## src/verilog/icache_defs.svh

```systemverilog
`ifndef ICACHE_DEFS_SVH
`define ICACHE_DEFS_SVH

// Virtual address width of the core
`define ADDR_SIZE 40

// One cache line as returned by the instruction cache
`define LINE_BITS 128

// Fetched instruction word
`define INSTR_BITS 32

// Byte offset bits inside a line
`define LINE_OFS_BITS 4

// Page number and page offset split of the virtual address
`define VPN_BITS 28
`define IDX_BITS 12

// Cycles without a response before the request is issued again
`define RETRY_WAIT 16

`endif

```

## src/verilog/fetch_pkg.sv

```systemverilog
`default_nettype none

`include "icache_defs.svh"

package fetch_pkg;

    // Request held by the fetch stage until it is answered
    typedef struct packed {
        logic                  valid;
        logic [`ADDR_SIZE-1:0] vaddr;
        // Drop the buffered line
        logic                  invalidate_buffer;
        // Passed on to the instruction cache
        logic                  invalidate_icache;
    } fetch_req_t;

    // Answer returned to the fetch stage
    typedef struct packed {
        logic                   valid;
        logic [`INSTR_BITS-1:0] data;
        logic                   instr_access_fault;
        logic                   instr_page_fault;
    } fetch_resp_t;

endpackage

`default_nettype wire

```

## src/verilog/icache_pkg.sv

```systemverilog
`default_nettype none

`include "icache_defs.svh"

package icache_pkg;

    // Request towards the instruction cache and TLB
    typedef struct packed {
        logic                  valid;
        logic                  kill;
        logic [`VPN_BITS-1:0]  vpn;
        logic [`IDX_BITS-1:0]  idx;
    } icache_req_t;

    // Line returned by the instruction cache
    typedef struct packed {
        logic                  valid;
        logic [`ADDR_SIZE-1:0] vaddr;
        logic [`LINE_BITS-1:0] line;
    } icache_resp_t;

    // TLB and page-table walker status for the current request
    typedef struct packed {
        logic miss;
        logic xcpt_if;
        logic ptw_resp_valid;
        logic ptw_invalidate;
    } tlb_status_t;

    // Interface state
    typedef enum logic [1:0] {
        NoReq,
        ReqValid,
        Replay,
        TLBMiss
    } icache_state_t;

endpackage

`default_nettype wire

```

## src/verilog/icache_req_fsm.sv

```systemverilog
`timescale 1ns/100ps
`default_nettype none

`include "icache_defs.svh"

module icache_req_fsm (
    input  wire logic                     clk_i,
    input  wire logic                     rstn_i,
    input  wire fetch_pkg::fetch_req_t    fetch_req_i,
    input  wire icache_pkg::tlb_status_t  tlb_status_i,
    input  wire logic                     icache_req_ready_i,
    input  wire logic                     resp_match_i,
    input  wire logic                     hit_i,
    input  wire logic                     expired_i,
    output icache_pkg::icache_req_t       icache_req_o,
    output logic                          timer_run_o,
    output logic                          resp_valid_o
);

    icache_pkg::icache_state_t state_q;
    icache_pkg::icache_state_t state_d;
    logic [`ADDR_SIZE-1:0]     last_pc_q;
    logic [`ADDR_SIZE-1:0]     req_addr;
    logic                      line_change;
    logic                      can_answer;
    logic                      do_request;

    always_ff @(posedge clk_i or negedge rstn_i) begin
        if (!rstn_i) begin
            state_q   <= icache_pkg::NoReq;
            last_pc_q <= '0;
        end else begin
            state_q   <= state_d;
            last_pc_q <= fetch_req_i.vaddr;
        end
    end

    // Fetch moved to another line since the last cycle
    assign line_change = last_pc_q[`ADDR_SIZE-1:`LINE_OFS_BITS] !=
                         fetch_req_i.vaddr[`ADDR_SIZE-1:`LINE_OFS_BITS];

    // Data is available without a new request
    assign can_answer = hit_i | resp_match_i | tlb_status_i.xcpt_if;

    assign do_request = fetch_req_i.valid & ~hit_i & ~resp_match_i &
                        ~fetch_req_i.invalidate_buffer & icache_req_ready_i &
                        ~tlb_status_i.ptw_resp_valid;

    always_comb begin
        state_d      = state_q;
        resp_valid_o = 1'b0;
        case (state_q)
            icache_pkg::NoReq: begin
                resp_valid_o = fetch_req_i.valid & can_answer & ~tlb_status_i.miss;
                if (do_request) begin
                    state_d = icache_pkg::ReqValid;
                end
            end
            icache_pkg::ReqValid: begin
                if (tlb_status_i.miss) begin
                    state_d = icache_pkg::TLBMiss;
                end else if (fetch_req_i.invalidate_buffer) begin
                    state_d = icache_pkg::NoReq;
                end else if (line_change) begin
                    state_d      = icache_pkg::NoReq;
                    resp_valid_o = fetch_req_i.valid & hit_i;
                end else if (resp_match_i | tlb_status_i.xcpt_if) begin
                    state_d      = icache_pkg::NoReq;
                    resp_valid_o = fetch_req_i.valid;
                end else if (!icache_req_ready_i) begin
                    state_d = icache_pkg::Replay;
                end else if (expired_i) begin
                    // Response considered lost, reissue from NoReq
                    state_d = icache_pkg::NoReq;
                end
            end
            icache_pkg::Replay: begin
                if (tlb_status_i.miss) begin
                    state_d = icache_pkg::TLBMiss;
                end else if (fetch_req_i.invalidate_buffer) begin
                    state_d = icache_pkg::NoReq;
                end else if (line_change) begin
                    state_d      = icache_pkg::NoReq;
                    resp_valid_o = fetch_req_i.valid & hit_i;
                end else if (icache_req_ready_i) begin
                    state_d = icache_pkg::NoReq;
                end
            end
            icache_pkg::TLBMiss: begin
                // Park until the walker answers
                if (tlb_status_i.ptw_resp_valid) begin
                    state_d = icache_pkg::NoReq;
                end
            end
            default: begin
                state_d = icache_pkg::NoReq;
            end
        endcase
    end

    // Only a fresh request in NoReq takes the live PC
    assign req_addr = (state_q == icache_pkg::NoReq) ? fetch_req_i.vaddr : last_pc_q;

    assign icache_req_o = '{
        valid: (state_q == icache_pkg::NoReq) & do_request,
        kill:  tlb_status_i.miss | tlb_status_i.xcpt_if | tlb_status_i.ptw_invalidate,
        vpn:   req_addr[`ADDR_SIZE-1:`IDX_BITS],
        idx:   req_addr[`IDX_BITS-1:0]
    };

    assign timer_run_o = (state_q == icache_pkg::ReqValid);

endmodule

`default_nettype wire

```

## src/verilog/icache_retry_timer.sv

```systemverilog
`timescale 1ns/100ps
`default_nettype none

`include "icache_defs.svh"

module icache_retry_timer (
    input  wire logic clk_i,
    input  wire logic rstn_i,
    input  wire logic run_i,
    output logic      expired_o
);

    localparam int unsigned CNT_BITS = $clog2(`RETRY_WAIT);
    localparam logic [CNT_BITS-1:0] LAST_COUNT = CNT_BITS'(`RETRY_WAIT - 1);

    logic [CNT_BITS-1:0] count_q;

    // Counts while waiting, holds at the last value
    always_ff @(posedge clk_i or negedge rstn_i) begin
        if (!rstn_i) begin
            count_q <= '0;
        end else if (!run_i) begin
            count_q <= '0;
        end else if (count_q != LAST_COUNT) begin
            count_q <= count_q + 1'b1;
        end
    end

    assign expired_o = run_i & (count_q == LAST_COUNT);

endmodule

`default_nettype wire

```

## src/verilog/fetch_line_buffer.sv

```systemverilog
`timescale 1ns/100ps
`default_nettype none

`include "icache_defs.svh"

module fetch_line_buffer (
    input  wire logic                     clk_i,
    input  wire logic                     rstn_i,
    input  wire fetch_pkg::fetch_req_t    fetch_req_i,
    input  wire icache_pkg::icache_resp_t icache_resp_i,
    input  wire icache_pkg::tlb_status_t  tlb_status_i,
    output logic                          hit_o,
    output logic                          resp_match_o,
    output logic [`INSTR_BITS-1:0]        word_o
);

    localparam int unsigned TAG_BITS  = `ADDR_SIZE - `LINE_OFS_BITS;
    localparam int unsigned WORDS     = `LINE_BITS / `INSTR_BITS;
    localparam int unsigned WSEL_BITS = $clog2(WORDS);

    logic [`LINE_BITS-1:0] line_q;
    logic [TAG_BITS-1:0]   tag_q;
    logic                  valid_q;
    logic [TAG_BITS-1:0]   pc_tag;
    logic [`LINE_BITS-1:0] line_sel;
    logic [WSEL_BITS-1:0]  word_idx;
    logic                  write_en;
    logic                  clear;

    assign pc_tag = fetch_req_i.vaddr[`ADDR_SIZE-1:`LINE_OFS_BITS];

    // Response carries the line of the current PC
    assign resp_match_o = icache_resp_i.valid &
                          (icache_resp_i.vaddr[`ADDR_SIZE-1:`LINE_OFS_BITS] == pc_tag);

    // Never buffer a line fetched under a TLB fault or miss
    assign write_en = resp_match_o & ~tlb_status_i.xcpt_if & ~tlb_status_i.miss;

    assign clear = fetch_req_i.invalidate_buffer | tlb_status_i.ptw_invalidate |
                   tlb_status_i.miss;

    always_ff @(posedge clk_i or negedge rstn_i) begin
        if (!rstn_i) begin
            valid_q <= 1'b0;
        end else if (clear) begin
            valid_q <= 1'b0;
        end else if (write_en) begin
            valid_q <= 1'b1;
        end
    end

    always_ff @(posedge clk_i) begin
        if (write_en) begin
            line_q <= icache_resp_i.line;
            tag_q  <= pc_tag;
        end
    end

    assign hit_o = valid_q & (tag_q == pc_tag);

    // Incoming line bypasses the buffer in its arrival cycle
    assign line_sel = resp_match_o ? icache_resp_i.line : line_q;

    assign word_idx = fetch_req_i.vaddr[`LINE_OFS_BITS-1:`LINE_OFS_BITS-WSEL_BITS];

    assign word_o = tlb_status_i.xcpt_if ? '0 :
                    line_sel[word_idx*`INSTR_BITS +: `INSTR_BITS];

endmodule

`default_nettype wire

```

## src/verilog/icache_interface.sv

```systemverilog
`timescale 1ns/100ps
`default_nettype none

`include "icache_defs.svh"

module icache_interface (
    input  wire logic                     clk_i,
    input  wire logic                     rstn_i,
    input  wire fetch_pkg::fetch_req_t    fetch_req_i,
    input  wire icache_pkg::icache_resp_t icache_resp_i,
    input  wire logic                     icache_req_ready_i,
    input  wire icache_pkg::tlb_status_t  tlb_status_i,
    output fetch_pkg::fetch_resp_t        fetch_resp_o,
    output icache_pkg::icache_req_t       icache_req_o,
    output logic                          tlb_req_valid_o,
    output logic [`VPN_BITS-1:0]          tlb_req_vpn_o,
    output logic                          icache_invalidate_o
);

    logic                   hit;
    logic                   resp_match;
    logic [`INSTR_BITS-1:0] word;
    logic                   resp_valid;
    logic                   timer_run;
    logic                   expired;

    icache_req_fsm u_req_fsm (
        .clk_i              (clk_i),
        .rstn_i             (rstn_i),
        .fetch_req_i        (fetch_req_i),
        .tlb_status_i       (tlb_status_i),
        .icache_req_ready_i (icache_req_ready_i),
        .resp_match_i       (resp_match),
        .hit_i              (hit),
        .expired_i          (expired),
        .icache_req_o       (icache_req_o),
        .timer_run_o        (timer_run),
        .resp_valid_o       (resp_valid)
    );

    icache_retry_timer u_retry_timer (
        .clk_i     (clk_i),
        .rstn_i    (rstn_i),
        .run_i     (timer_run),
        .expired_o (expired)
    );

    fetch_line_buffer u_line_buffer (
        .clk_i         (clk_i),
        .rstn_i        (rstn_i),
        .fetch_req_i   (fetch_req_i),
        .icache_resp_i (icache_resp_i),
        .tlb_status_i  (tlb_status_i),
        .hit_o         (hit),
        .resp_match_o  (resp_match),
        .word_o        (word)
    );

    // Page faults are not modelled here
    assign fetch_resp_o = '{
        valid:              resp_valid,
        data:               word,
        instr_access_fault: tlb_status_i.xcpt_if,
        instr_page_fault:   1'b0
    };

    // TLB lookup goes out together with the cache request
    assign tlb_req_valid_o = icache_req_o.valid;
    assign tlb_req_vpn_o   = icache_req_o.vpn;

    assign icache_invalidate_o = fetch_req_i.invalidate_icache;

endmodule

`default_nettype wire

```

## config.mk

```make
export PLATFORM = sky130hd
export DESIGN_NAME = icache_interface
export DESIGN_NICKNAME = d
export VERILOG_FILES = /design/src/verilog/fetch_pkg.sv /design/src/verilog/icache_pkg.sv /design/src/verilog/icache_req_fsm.sv /design/src/verilog/icache_retry_timer.sv /design/src/verilog/fetch_line_buffer.sv /design/src/verilog/icache_interface.sv
export VERILOG_INCLUDE_DIRS = /design/src /design/src/verilog
export SDC_FILE = /design/constraint.sdc
export NUM_CORES = 1
export LEC_CHECK = 0
export BUFFER_PORTS_ARGS = -buffer_cell sky130_fd_sc_hd__buf_2
export CAP_MARGIN = 20
export CORE_ASPECT_RATIO = 1.25
export CORE_UTILIZATION = 40
export DETAILED_ROUTE_END_ITERATION = 8
export HOLD_SLACK_MARGIN = 0.03
export PLACE_DENSITY_LB_ADDON = 0.08
export SLEW_MARGIN = 30
export SYNTH_ARGS = -nofsm -noshare
export SYNTH_HDL_FRONTEND = slang
export SYNTH_SLANG_ARGS = --single-unit
```

## constraint.sdc

```tcl
create_clock -name clk_i -period 3.5 [get_ports clk_i]
set_input_delay 0.7 -clock clk_i [delete_from_list [all_inputs] [get_ports clk_i]]
set_output_delay 0.7 -clock clk_i [all_outputs]
set_load 0.01 [all_outputs]
```

Word level (Yosys, flattened, before mapping)
Cells that the tools add are included.
- logic and storage cells: 79
- register bits after elaboration: 211
- output and inout port bits: 107
- bits of input ports: 219
- reductions and logical operators: 3
- muxes and demuxes: 28
- equality and inequality tests: 13
- bitwise logic cells: 27
- $add $sub $neg: 1
- shift-type cells: 1
- operator list (operator ; count):
    $mux 128 ; 1
    $shiftx 128x8->32 ; 1
    $eq 36x36->1 ; 2
    $mux 40 ; 1
    $ne 36x36->1 ; 1
    $mux 32 ; 1
    $mux 2 ; 12
    $and 1x1->1 ; 14
    $mux 1 ; 9
    $mux 4 ; 2
    $pmux 2 s4 ; 1
    $ne 7x7->1 const B ; 1
    $or 1x1->1 ; 7
    $not 1->1 ; 6
    $ne 5x4->1 const B ; 1
    $add 4x1->4 const B ; 1
    $eq 2x2->1 const B ; 2
    $eq 4x4->1 const B ; 1
    $ne 2x2->1 const B ; 2
    $ne 4x4->1 const B ; 1
    $reduce_and 4->1 ; 1
    $pmux 1 s3 ; 1
    $eq 2x1->1 const B ; 1
    $logic_not 2->1 ; 1
    other kinds (2) ; 2

Logic depth before layout (Yosys ltp)
Gate-level depths: netlist of run 1.
- word-level depth: 10
- gate-level depth with buffers: 8
- depth with buffers taken out: 6

Cells and area by module
A second synthesis of run 1 with hierarchy kept.
- cell total of the unflattened synthesis: 933
- area, all modules: 11140.7 µm²
- modules (own cells, without submodules) (module ; times used ; cells each ; area each (µm²) ; seq. area each (µm²)):
    fetch_line_buffer ; 1 ; 716 ; 8578.2 ; 4949.7
    icache_req_fsm ; 1 ; 163 ; 2098.3 ; 1051.0
    icache_interface ; 1 ; 34 ; 251.5 ; 0.0
    icache_retry_timer ; 1 ; 20 ; 212.7 ; 100.1

Worst setup path after synthesis of run 1
No wires, ideal clock.
- path kind: in2reg
- from: input port fetch_req_i[37] (netlist name)
- to: register u_line_buffer.line_q[0], enable pin
- path buffers: 0
- library setup time: 0.891 ns
- setup slack: -9.833 ns
- data required time: 2.609 ns
- arrival time: 12.442 ns
- cell stages on the path: 5
- path through: xnor2_1 > nand4_1 > nor4_2 > nand3_1 > nor3_1
- word-level cells in the longest chain between the ends: 4
- RTL lines (element ; line ; RTL):
    from (decl) ; icache_interface.sv:9 ; input wire fetch_pkg::fetch_req_t fetch_req_i,
    $eq 36x36->1 ; fetch_line_buffer.sv:34 ; (icache_resp_i.vaddr[`ADDR_SIZE-1:`LINE_OFS_BITS] == pc_tag);
    $and 1x1->1 ; fetch_line_buffer.sv:33 ; assign resp_match_o = icache_resp_i.valid &
    $and 1x1->1 (2 in series) ; fetch_line_buffer.sv:37 ; assign write_en = resp_match_o & ~tlb_status_i.xcpt_if & ~tlb_status_i.miss;
    named net u_line_buffer.write_en ; fetch_line_buffer.sv:27 ; logic write_en;
    to (signal assigned) ; fetch_line_buffer.sv:54 ; line_q <= icache_resp_i.line;
    to (decl) ; fetch_line_buffer.sv:21 ; logic [`LINE_BITS-1:0] line_q;
The timed path passes the listed nets, and every way through them passes these cells.
A chain may end at the register's enable or synchronous reset.

==> results.py, run 1 <==
metrics = {
    "clock_network": {
        "clkLatencyLatePin_ns": 0.50,
        "cts_root_buf": "clkbuf_16",
        "cts_tree": "yes",
        "clockBufferDepth": 3,
        "htree_levels": 1,
        "clk_pin_slew_ns": 0.06,
        "clock_sinks": 211,
        "cts_buffers": 23,
    },
    "critical_path": {
        "critPathKind": "in -> out",
        "slowest_delay_ns": 0.48,
        "end_kind": "output pin",
        "crit_chain": "buf_2 -> xnor2_2 -> nand4_1 -> nor4_2 -> and3_4 -> buf_12 -> buf_12 -> mux4_2 -> nor2_1 -> buf_2",
        "cp.arrival_ns": 2.88,
        "cp_max_fo": 6,
        "worstPathRequired_ns": 2.80,
        "start_kind": "input port",
        "cp_slowest_cell": "mux4_2",
    },
    "run": {
        "maxCapViolCount": 0,
    },
    "global_routing": {
        "grt_pass1_wl_um": 39600,
        "grt-ovfl-total": 0,
        "grt_max_degree": 61,
        "grt_pass1_vias": 7040,
        "grt_antenna_before_repair": 5,
        "grt_use_total_pct": 19.3,
    },
    "placed_design": {
        "gp_congestion": 0.795,
        "dp_hpwl_um": 19300,
        "io_buffers": 318,
        "place_ws_ns": -0.236,
    },
    "sta": {
        "post-route-min-period_ns": 3.58,
        "worst_slew_pin_slew_ns": 0.623,
        "rsz0062_at_grt": "yes",
        "fmax_ghz": 0.279,
        "setup_violations": 22,
        "fin_crit_sh_pct": 102,
        "fin_skew_ns": 0.00531,
        "finalWorstSetupSlack_ns": -0.0844,
        "relSlewSlack_pct": 58.3,
        "final_hold_viol_count": 0,
        "drv_slew": 0,
    },
    "floorplanning": {
        "ios": 326,
        "die_x_um": 148,
        "die_area_um2": 27300,
        "core_um2": 26100,
        "initial_core_util_pct": 40.8,
        "rows": 66,
        "die_h_um": 184,
    },
    "synthesis": {
        "synth_edf_count": 164,
        "synth_top_family_by_area": "multiplexers",
        "postSynthNetCount": 932,
        "synth_mux_area_share_pct": 23.2,
        "synth_ff_type": "edfxtp_1",
        "synth_cell_types": 42,
        "synth_top_cells_by_count": "edfxtp_1, mux2i_1, xnor2_1",
        "synth_area_leader_cell": "edfxtp_1",
        "synth_simple_gate_area_share_pct": 5.36,
        "synthCells": 712,
        "synth_area_um2": 10600,
        "synth_area_leaders": "edfxtp_1, mux2i_1, dfrtp_1",
        "synth_most_common_cell": "edfxtp_1",
        "synth_top_area_share_pct": 46.3,
        "yosysWarnings": 0,
        "avgSynthCellArea_um2": 15.0,
        "yosys.area_share.adder_pct": 0.118,
        "synth_compound_area_share_pct": 0.917,
        "synthArstFlopShare_pct": 22.3,
        "yosys.area_share.xor_xnor_pct": 8.72,
        "seq_area_frac_synth_pct": 57.3,
        "ys_seq_elements": 211,
    },
    "routing": {
        "drt.antenna.violating_nets": 0,
        "drc": 0,
        "viasPerCell": 4.93,
        "drtPass1Iterations": 4,
        "totalWireLength_um": 26200,
        "vias": 7004,
        "wire_per_inst_um": 18.4,
        "drtIter0Drc": 278,
    },
    "final_layout": {
        "area_growth_pct": 31.5,
        "nets": 1283,
        "drive_gt1_share_pct": 48.6,
    },
    "power_and_ir_drop": {
        "total_power_mw": 5.95,
        "power.density_nw_per_um2": 425,
        "ir_drop_v": 0.000340,
        "p_leak_nw": 5.83,
    },
    "run_status": {
        "status": "finished, violations left",
        "violations": "negative setup slack",
    },
    "min_path": {
        "hold_class": "in -> async",
    },
}
layout by cell type (no fill, tap or decap), types with 3 or more instances in the layout:
master,instances
clkbuf_16,23
inv_1,5
nor4_1,6
dfrtp_1,47
a21oi_1,4
xnor2_4,3
nand3_1,9
clkinv_2,7
mux4_2,31
nor2_2,4
buf_4,60
xor2_1,6
nor3_1,3
bufinv_16,4
nand2b_1,3
a31oi_1,4
clkinv_1,5
xnor2_1,83
mux2_2,39
nand4_1,24
buf_6,14
buf_12,14
buf_2,303
mux2i_1,129
diode_2,3
xnor2_2,14
nor2_1,36
edfxtp_1,164
nand2_1,5
area by class of cell:
type,count,area [um2]
diodes,3,7.51
clock buffers,25,583
clock inverters,16,174
fillers,2269,12100
inverters,5,18.8
multi-input cells,430,4270
flip-flops and latches,211,6100
well taps,340,425
repair buffers,392,2420
critical path: cells and delay by family:
family                    cells  cell delay (ns)
muxes                         1             0.48
buffers and inverters         4             0.54
and+or+nand+nor               4             0.99
xor gates and xnor gates      1             0.16
stage by stage:
| step | instance area [um2] | std cells | utilization (%) | hold WS, ns | setup TNS (ns) |
|---|---|---|---|---|---|
| after global placement | 12900 | 1372 | 49.6 | 0.565 | -5.34 |
| final | 14000 | 1422 | 53.7 | 0.157 | -0.771 |
| after CTS | 13900 | 1421 | 53.3 | 0.152 | -2.87 |
| after detailed placement | 12900 | 1372 | 49.6 | 0.579 | -5.02 |
| after floorplan | 10700 | 712 | - | 0.404 | -371.63 |
| after global routing | 14000 | 1421 | 53.6 | 0.181 | -4.33 |
where the power goes:
group	internal, mW	leakage [nW]	switching [mW]	total, mW
registers	2.73	2.04	0.0166	2.74
logic	0.394	3.42	0.376	0.770
clock network	1.49	0.378	0.947	2.44
flip-flops by register name, indices dropped and copies added, names as in the netlist:
register,cells
u_line_buffer.valid_q,1
u_req_fsm.last_pc_q,40
u_retry_timer.count_q,4
u_line_buffer.tag_q,36
u_line_buffer.line_q,128
u_req_fsm.state_q,2
routing by layer:
metal	global-route usage [%]	wire [um]	share of wire, %
met5	0	17	0.065
met4	5.65	549	2.1
met3	4.21	1750	6.7
met2	34.6	13600	52
met1	23.1	10300	39
timing repair:
item | 4_1_cts | 5_1_grt
setup buffers | 6 | 1
resized for setup | 22 | 23
pin swaps | 8 | 19
endpoints found under the setup margin | 32 | 32
hold buffers | 0 | 0
gates cloned | 2 | 0
path summary, 6_finish.rpt:
kind                            cells past startpoint  slack (ns)                       end                     start
max in group asynchronous                           2        2.56   u_req_fsm.last_pc_q[28]                    rstn_i
worst min register to register                      2        0.59  u_retry_timer.count_q[1]  u_retry_timer.count_q[1]
worst max register to register                      6        1.63      u_req_fsm.state_q[0]   u_req_fsm.last_pc_q[28]
worst min-delay path                                1        0.16   u_req_fsm.last_pc_q[31]                    rstn_i
min in group clk_i                                  1        0.32    u_req_fsm.last_pc_q[0]            fetch_req_i[2]
worst max-delay path                               10       -0.08          fetch_resp_o[10]           fetch_req_i[34]
logic make-up (layout without fill, tap and decap cells):
kind of cell | Yosys count | after routing
compound gates | 15 | 15
flops | 211 | 211
fa+ha+maj | 1 | 1
xor+xnor | 106 | 106
mux | 200 | 200
buf+inv | 71 | 438
other cells | 1 | 4
simple gates | 107 | 107
Power figures use the tool's default switching activity.
==> run 2, diff against run 1 <==
--- a/config.mk
+++ b/config.mk
@@ -6,14 +6,13 @@
 export SDC_FILE = /design/constraint.sdc
 export NUM_CORES = 1
 export LEC_CHECK = 0
-export BUFFER_PORTS_ARGS = -buffer_cell sky130_fd_sc_hd__buf_2
+export BUFFER_PORTS_ARGS = -buffer_cell sky130_fd_sc_hd__clkbuf_2
 export CAP_MARGIN = 20
 export CORE_ASPECT_RATIO = 1.25
 export CORE_UTILIZATION = 40
 export DETAILED_ROUTE_END_ITERATION = 8
 export HOLD_SLACK_MARGIN = 0.03
 export PLACE_DENSITY_LB_ADDON = 0.08
-export SLEW_MARGIN = 30
 export SYNTH_ARGS = -nofsm -noshare
 export SYNTH_HDL_FRONTEND = slang
 export SYNTH_SLANG_ARGS = --single-unit
==> run 2 against run 1 <==
The run still ends with negative setup slack left. Largest cell class unchanged. Clock-buffer cell count rose by 9. Design area fell by 0.73%. Sequential power barely moved. Critical path depth rose by 2. Clock power fell by 8.2%.
==> results.py, run 2 (synthesis gave the netlist of run 1 again) <==
metrics = {
    "sta": {
        "setup_tns_ns": -2.23,
        "fin_crit_sh_pct": 104,
        "post-route-min-period_ns": 3.64,
        "finalWorstSetupSlack_ns": -0.143,
        "fmax_ghz": 0.275,
        "drv_slew": 0,
        "final_hold_viol_count": 0,
        "fin_skew_ns": 0.0140,
        "rsz0062_at_grt": "yes",
        "relSlewSlack_pct": 36.3,
        "worst_slew_pin_slew_ns": 0.956,
        "setup_violations": 31,
    },
    "min_path": {
        "hold_class": "in -> reg",
        "min_delay_path_depth": 1,
        "hp-start": "fetch_req_i[2]",
        "worst_hold_path.endpoint": "u_req_fsm.last_pc_q[0]",
    },
    "critical_path": {
        "start_kind": "input port",
        "slowest_delay_ns": 0.52,
        "critPathKind": "in -> out",
        "crit_family": "buffers and inverters",
        "cp.arrival_ns": 2.94,
        "crit_chain": "clkbuf_2 -> xnor2_2 -> nand4_1 -> buf_6 -> nor4_4 -> buf_4 -> and3_4 -> buf_12 -> buf_16 -> mux4_2 -> nor2_1 -> buf_2",
        "worstPathRequired_ns": 2.80,
        "path_buf_inv": 6,
        "cp_slowest_cell": "mux4_2",
        "rr_worst_depth": 6,
        "ff2ff_setup_slack_ns": 1.61,
        "rr_endpoint": "u_req_fsm.state_q[1]",
        "end_kind": "output pin",
        "regToRegStartpoint": "u_req_fsm.last_pc_q[30]",
        "cp_max_fo": 6,
    },
    "clock_network": {
        "cts_root_buf": "clkbuf_16",
        "cts_buffers": 23,
        "cts_tree": "yes",
        "clockBufferDepth": 3,
        "clock_sinks": 211,
        "clkLatencyLatePin_ns": 0.51,
        "clk_pin_slew_ns": 0.06,
        "htree_levels": 1,
    },
    "final_layout": {
        "area_growth_pct": 30.6,
        "top_register": "u_line_buffer.line_q",
        "layout_commonest_cell": "clkbuf_2",
        "final_cell_count_no_fill": 1422,
        "fin_util_pct": 53.3,
        "biggestRegsByFlops": "u_line_buffer.line_q (128), u_req_fsm.last_pc_q (40), u_line_buffer.tag_q (36)",
        "drive_gt1_share_pct": 48.8,
        "antennaDiodeCount": 0,
        "nets": 1286,
        "final_cell_mix": "clkbuf_2, edfxtp_1, mux2i_1, xnor2_1, buf_4",
        "largest_reg_flops": 128,
    },
    "power_and_ir_drop": {
        "ir_drop_v": 0.000331,
        "p_leak_nw": 5.81,
        "power.density_nw_per_um2": 413,
    },
    "routing": {
        "totalWireLength_um": 26200,
        "drc": 0,
        "vias": 7008,
        "wire_per_inst_um": 18.4,
        "viasPerCell": 4.93,
        "drtPass1Iterations": 4,
        "drtIter0Drc": 226,
        "drt.antenna.violating_nets": 0,
    },
    "run_status": {
        "status": "finished, violations left",
        "violations": "negative setup slack",
    },
    "placed_design": {
        "place_ws_ns": -0.296,
        "dp_hpwl_um": 19400,
        "place_inst": 1373,
        "io_buffers": 318,
        "gp_congestion": 0.762,
    },
    "global_routing": {
        "grt_busiest_layer": "met2",
        "use_met1_pct": 22.4,
        "grt_use_total_pct": 19.2,
        "grt_pass1_wl_um": 39800,
        "grt_antenna_before_repair": 0,
        "grt_use_met3_pct": 4.26,
        "grt-ovfl-total": 0,
        "met2_usage_pct": 35.3,
        "grt_max_degree": 55,
        "grt_pass1_vias": 7131,
    },
    "floorplanning": {
        "ios": 326,
        "initial_core_util_pct": 40.8,
        "die_h_um": 184,
        "die_x_um": 148,
        "die_area_um2": 27300,
        "rows": 66,
        "core_um2": 26100,
    },
    "run": {
        "maxCapViolCount": 0,
    },
}
-- run 2: cell types whose count changed in the layout (fill, tap and decap cells not counted), moves of 4 or more --
cell	change
xnor2_1	+7
buf_6	-6
buf_2	-272
clkbuf_1	+8
clkinv_2	-4
xnor2_2	-5
clkbuf_2	+281
nor2_1	-12
nor2_2	+11
-- run 2: cell type report --
| class | instances | area [um2] |
|---|---|---|
| Fill cell | 2318 | 12200 |
| Tap cell | 340 | 425 |
| Timing Repair Buffer | 395 | 2440 |
| Inverter | 5 | 18.8 |
| Sequential cell | 211 | 6100 |
| Clock inverter | 7 | 56.3 |
| Clock buffer | 34 | 627 |
| Multi-Input combinational cell | 430 | 4230 |
-- run 2: timing repair --
| item | in CTS | in global routing |
|---|---|---|
| endpoints found under the setup margin | 32 | 32 |
| buffers inserted | 1 | 5 |
| hold buffers | 0 | 0 |
| gates resized for setup | 20 | 59 |
| pin swaps | 3 | 12 |
| gates cloned | 2 | 0 |
-- run 2: metal layers --
| layer | wire length (um) | share of wire [%] |
|---|---|---|
| met1 | 10200 | 39 |
| met2 | 13600 | 52 |
| met3 | 1740 | 6.6 |
| met4 | 658 | 2.5 |
| met5 | 0 | 0 |
-- run 2: metrics by stage --
step / power [mW] / area, um2 / hold slack [ns]
floorplan: 3.18 / 10700 / 0.404
global placement: 3.54 / 13000 / 0.563
detailed placement: 3.55 / 13000 / 0.573
CTS: 5.82 / 13800 / 0.290
global route: 5.98 / 13900 / 0.301
finish: 5.74 / 13900 / 0.315
-- run 2: power by group --
part           leakage, nW  switching [mW]  internal, mW  total [mW]
logic                 3.44           0.376         0.381       0.757
clock network        0.333           0.933          1.31        2.24
registers             2.04          0.0170          2.73        2.75
total                 5.81            1.33          4.41        5.74
-- run 2: worst max path at each step --
stage | start | to | slack, ns | cells after the start
final | fetch_req_i[10] | fetch_resp_o[19] | -0.14 | 12
after global routing | fetch_req_i[32] | fetch_resp_o[22] | -0.28 | 12
after CTS | icache_resp_i[150] | fetch_resp_o[19] | -0.24 | 11
after detailed placement | fetch_req_i[33] | fetch_resp_o[3] | -0.30 | 10
after global placement | fetch_req_i[7] | fetch_resp_o[5] | -0.34 | 10
after floorplan | fetch_req_i[40] | u_line_buffer.line_q[0] | -2.27 | 5
==> run 3, diff against run 2 <==
--- a/config.mk
+++ b/config.mk
@@ -12,6 +12,7 @@
 export CORE_UTILIZATION = 40
 export DETAILED_ROUTE_END_ITERATION = 8
 export HOLD_SLACK_MARGIN = 0.03
+export MAX_ROUTING_LAYER = met4
 export PLACE_DENSITY_LB_ADDON = 0.08
 export SYNTH_ARGS = -nofsm -noshare
 export SYNTH_HDL_FRONTEND = slang
==> run 3 against run 2 <==
The flow still finishes with violations (negative setup slack). Combinational power is essentially flat. Non-clock buffer count is the same. Worst hold slack about the same. Highest routed layer unchanged. Largest power group unchanged. Power hardly changed. Design area unchanged. Global-route usage up 0.57 points. Clock power barely moved. Clock-buffer cell count stayed put. Core utilization did not move. Largest cell class unchanged.
==> results.py, run 3 (synthesis gave the netlist of run 1 again) <==
metrics = {
    "run_status": {
        "status": "finished, violations left",
        "violations": "negative setup slack",
    },
    "min_path": {
        "min_delay_path_depth": 1,
        "hp-start": "fetch_req_i[2]",
        "hold_class": "in -> reg",
        "worst_hold_path.endpoint": "u_req_fsm.last_pc_q[0]",
    },
    "final_layout": {
        "drive_gt1_share_pct": 48.8,
        "nets": 1286,
        "biggestRegsByFlops": "u_line_buffer.line_q (128), u_req_fsm.last_pc_q (40), u_line_buffer.tag_q (36)",
        "fin_util_pct": 53.3,
        "largest_reg_flops": 128,
        "antennaDiodeCount": 0,
        "layout_commonest_cell": "clkbuf_2",
        "final_area_um2": 13900,
        "final_cell_mix": "clkbuf_2, edfxtp_1, mux2i_1, xnor2_1, buf_4",
        "final_cell_count_no_fill": 1422,
        "top_register": "u_line_buffer.line_q",
        "area_growth_pct": 30.6,
    },
    "global_routing": {
        "grt_antenna_before_repair": 0,
        "grt_max_degree": 55,
        "use_met1_pct": 22.7,
        "met2_usage_pct": 35.3,
        "grt_busiest_layer": "met2",
        "grt-ovfl-total": 0,
        "grt_use_met3_pct": 3.76,
        "grt_use_total_pct": 19.8,
        "grt_pass1_wl_um": 39800,
        "grt_pass1_vias": 7158,
    },
    "critical_path": {
        "cp_slowest_cell": "mux4_2",
        "ff2ff_setup_slack_ns": 1.61,
        "start_kind": "input port",
        "path_buf_inv": 6,
        "slowest_delay_ns": 0.51,
        "cp.arrival_ns": 2.94,
        "regToRegStartpoint": "u_req_fsm.last_pc_q[30]",
        "crit_family": "buffers and inverters",
        "end_kind": "output pin",
        "rr_worst_depth": 6,
        "worstPathRequired_ns": 2.80,
        "cp_max_fo": 6,
        "crit_chain": "clkbuf_2 -> xnor2_2 -> nand4_1 -> buf_6 -> nor4_4 -> buf_4 -> and3_4 -> buf_12 -> buf_16 -> mux4_2 -> nor2_1 -> buf_2",
        "critPathKind": "in -> out",
        "rr_endpoint": "u_req_fsm.state_q[1]",
    },
    "floorplanning": {
        "die_h_um": 184,
        "die_area_um2": 27300,
        "initial_core_util_pct": 40.8,
        "die_x_um": 148,
        "rows": 66,
        "core_um2": 26100,
        "ios": 326,
    },
    "sta": {
        "whs_ns": 0.315,
        "fin_skew_ns": 0.0135,
        "fin_crit_sh_pct": 104,
        "post-route-min-period_ns": 3.64,
        "worst_slew_pin_slew_ns": 0.959,
        "fmax_ghz": 0.275,
        "setup_tns_ns": -2.19,
        "rsz0062_at_grt": "yes",
        "relSlewSlack_pct": 36.1,
        "setup_violations": 31,
        "finalWorstSetupSlack_ns": -0.136,
        "drv_slew": 0,
        "final_hold_viol_count": 0,
    },
    "placed_design": {
        "place_inst": 1373,
        "place_area_um2": 13000,
        "dp_hpwl_um": 19400,
        "io_buffers": 318,
        "gp_congestion": 0.772,
        "place_ws_ns": -0.296,
    },
    "clock_network": {
        "cts_root_buf": "clkbuf_16",
        "cts_buffers": 23,
        "cts_tree": "yes",
        "clockBufferDepth": 3,
        "clock_sinks": 211,
        "holdBufCountCts": 0,
        "clkLatencyLatePin_ns": 0.51,
        "htree_levels": 1,
        "clk_pin_slew_ns": 0.06,
    },
    "routing": {
        "drc": 0,
        "totalWireLength_um": 26200,
        "viasPerCell": 4.93,
        "drtIter0Drc": 223,
        "wire_per_inst_um": 18.4,
        "vias": 7010,
        "drtPass1Iterations": 4,
        "drt.antenna.violating_nets": 0,
    },
    "power_and_ir_drop": {
        "p_leak_nw": 5.81,
        "ir_drop_v": 0.000332,
        "power.density_nw_per_um2": 413,
        "total_power_mw": 5.74,
    },
    "run": {
        "maxCapViolCount": 0,
    },
}
[run 3: cell counts in the layout (fill, tap and decap cells not counted)]
Identical to the previous run, type by type.
[run 3: where the power goes]
| group | total (mW) | internal, mW | switching (mW) |
|---|---|---|---|
| Combinational | 0.757 | 0.381 | 0.376 |
| Sequential | 2.75 | 2.73 | 0.0169 |
| Clock | 2.24 | 1.31 | 0.930 |
| Total | 5.74 | 4.41 | 1.32 |
[run 3: timing repair]
action                                  in CTS  in global routing
setup buffers                                1                  5
pin swaps                                    3                 12
gates resized for setup                     20                 59
endpoints found under the setup margin      32                 32
cloned                                       2                  0
[run 3: final cells by class]
| type | count | area (um2) |
|---|---|---|
| fillers | 2318 | 12200 |
| clock inverters | 7 | 56.3 |
| multi-input cells | 430 | 4230 |
| repair buffers | 395 | 2440 |
| inverters | 5 | 18.8 |
| well taps | 340 | 425 |
| clock buffers | 34 | 627 |
| flip-flops and latches | 211 | 6100 |
[run 3: worst max path at each step]
stage	start	endpoint	slack, ns	cells past startpoint
after global placement	fetch_req_i[7]	fetch_resp_o[5]	-0.34	10
after floorplan	fetch_req_i[40]	u_line_buffer.line_q[0]	-2.27	5
after detailed placement	fetch_req_i[33]	fetch_resp_o[3]	-0.30	10
final	fetch_req_i[10]	fetch_resp_o[19]	-0.14	12
after CTS	icache_resp_i[150]	fetch_resp_o[19]	-0.24	11
after global routing	fetch_req_i[32]	fetch_resp_o[22]	-0.28	12
[run 3: worst register-to-register path, delay by kind of cell, from the launching register on]
family	cells	cell delay (ns)
simple gates	4	0.92
flops	1	0.38
xor+xnor	1	0.34
compound gates	1	0.18
[run 3: routing by layer]
layer / vias up / routed length (um)
li1: 3381 / -
met1: 3361 / 10300
met2: 230 / 13700
met3: 38 / 1580
met4: 0 / 648
met5: - / 0
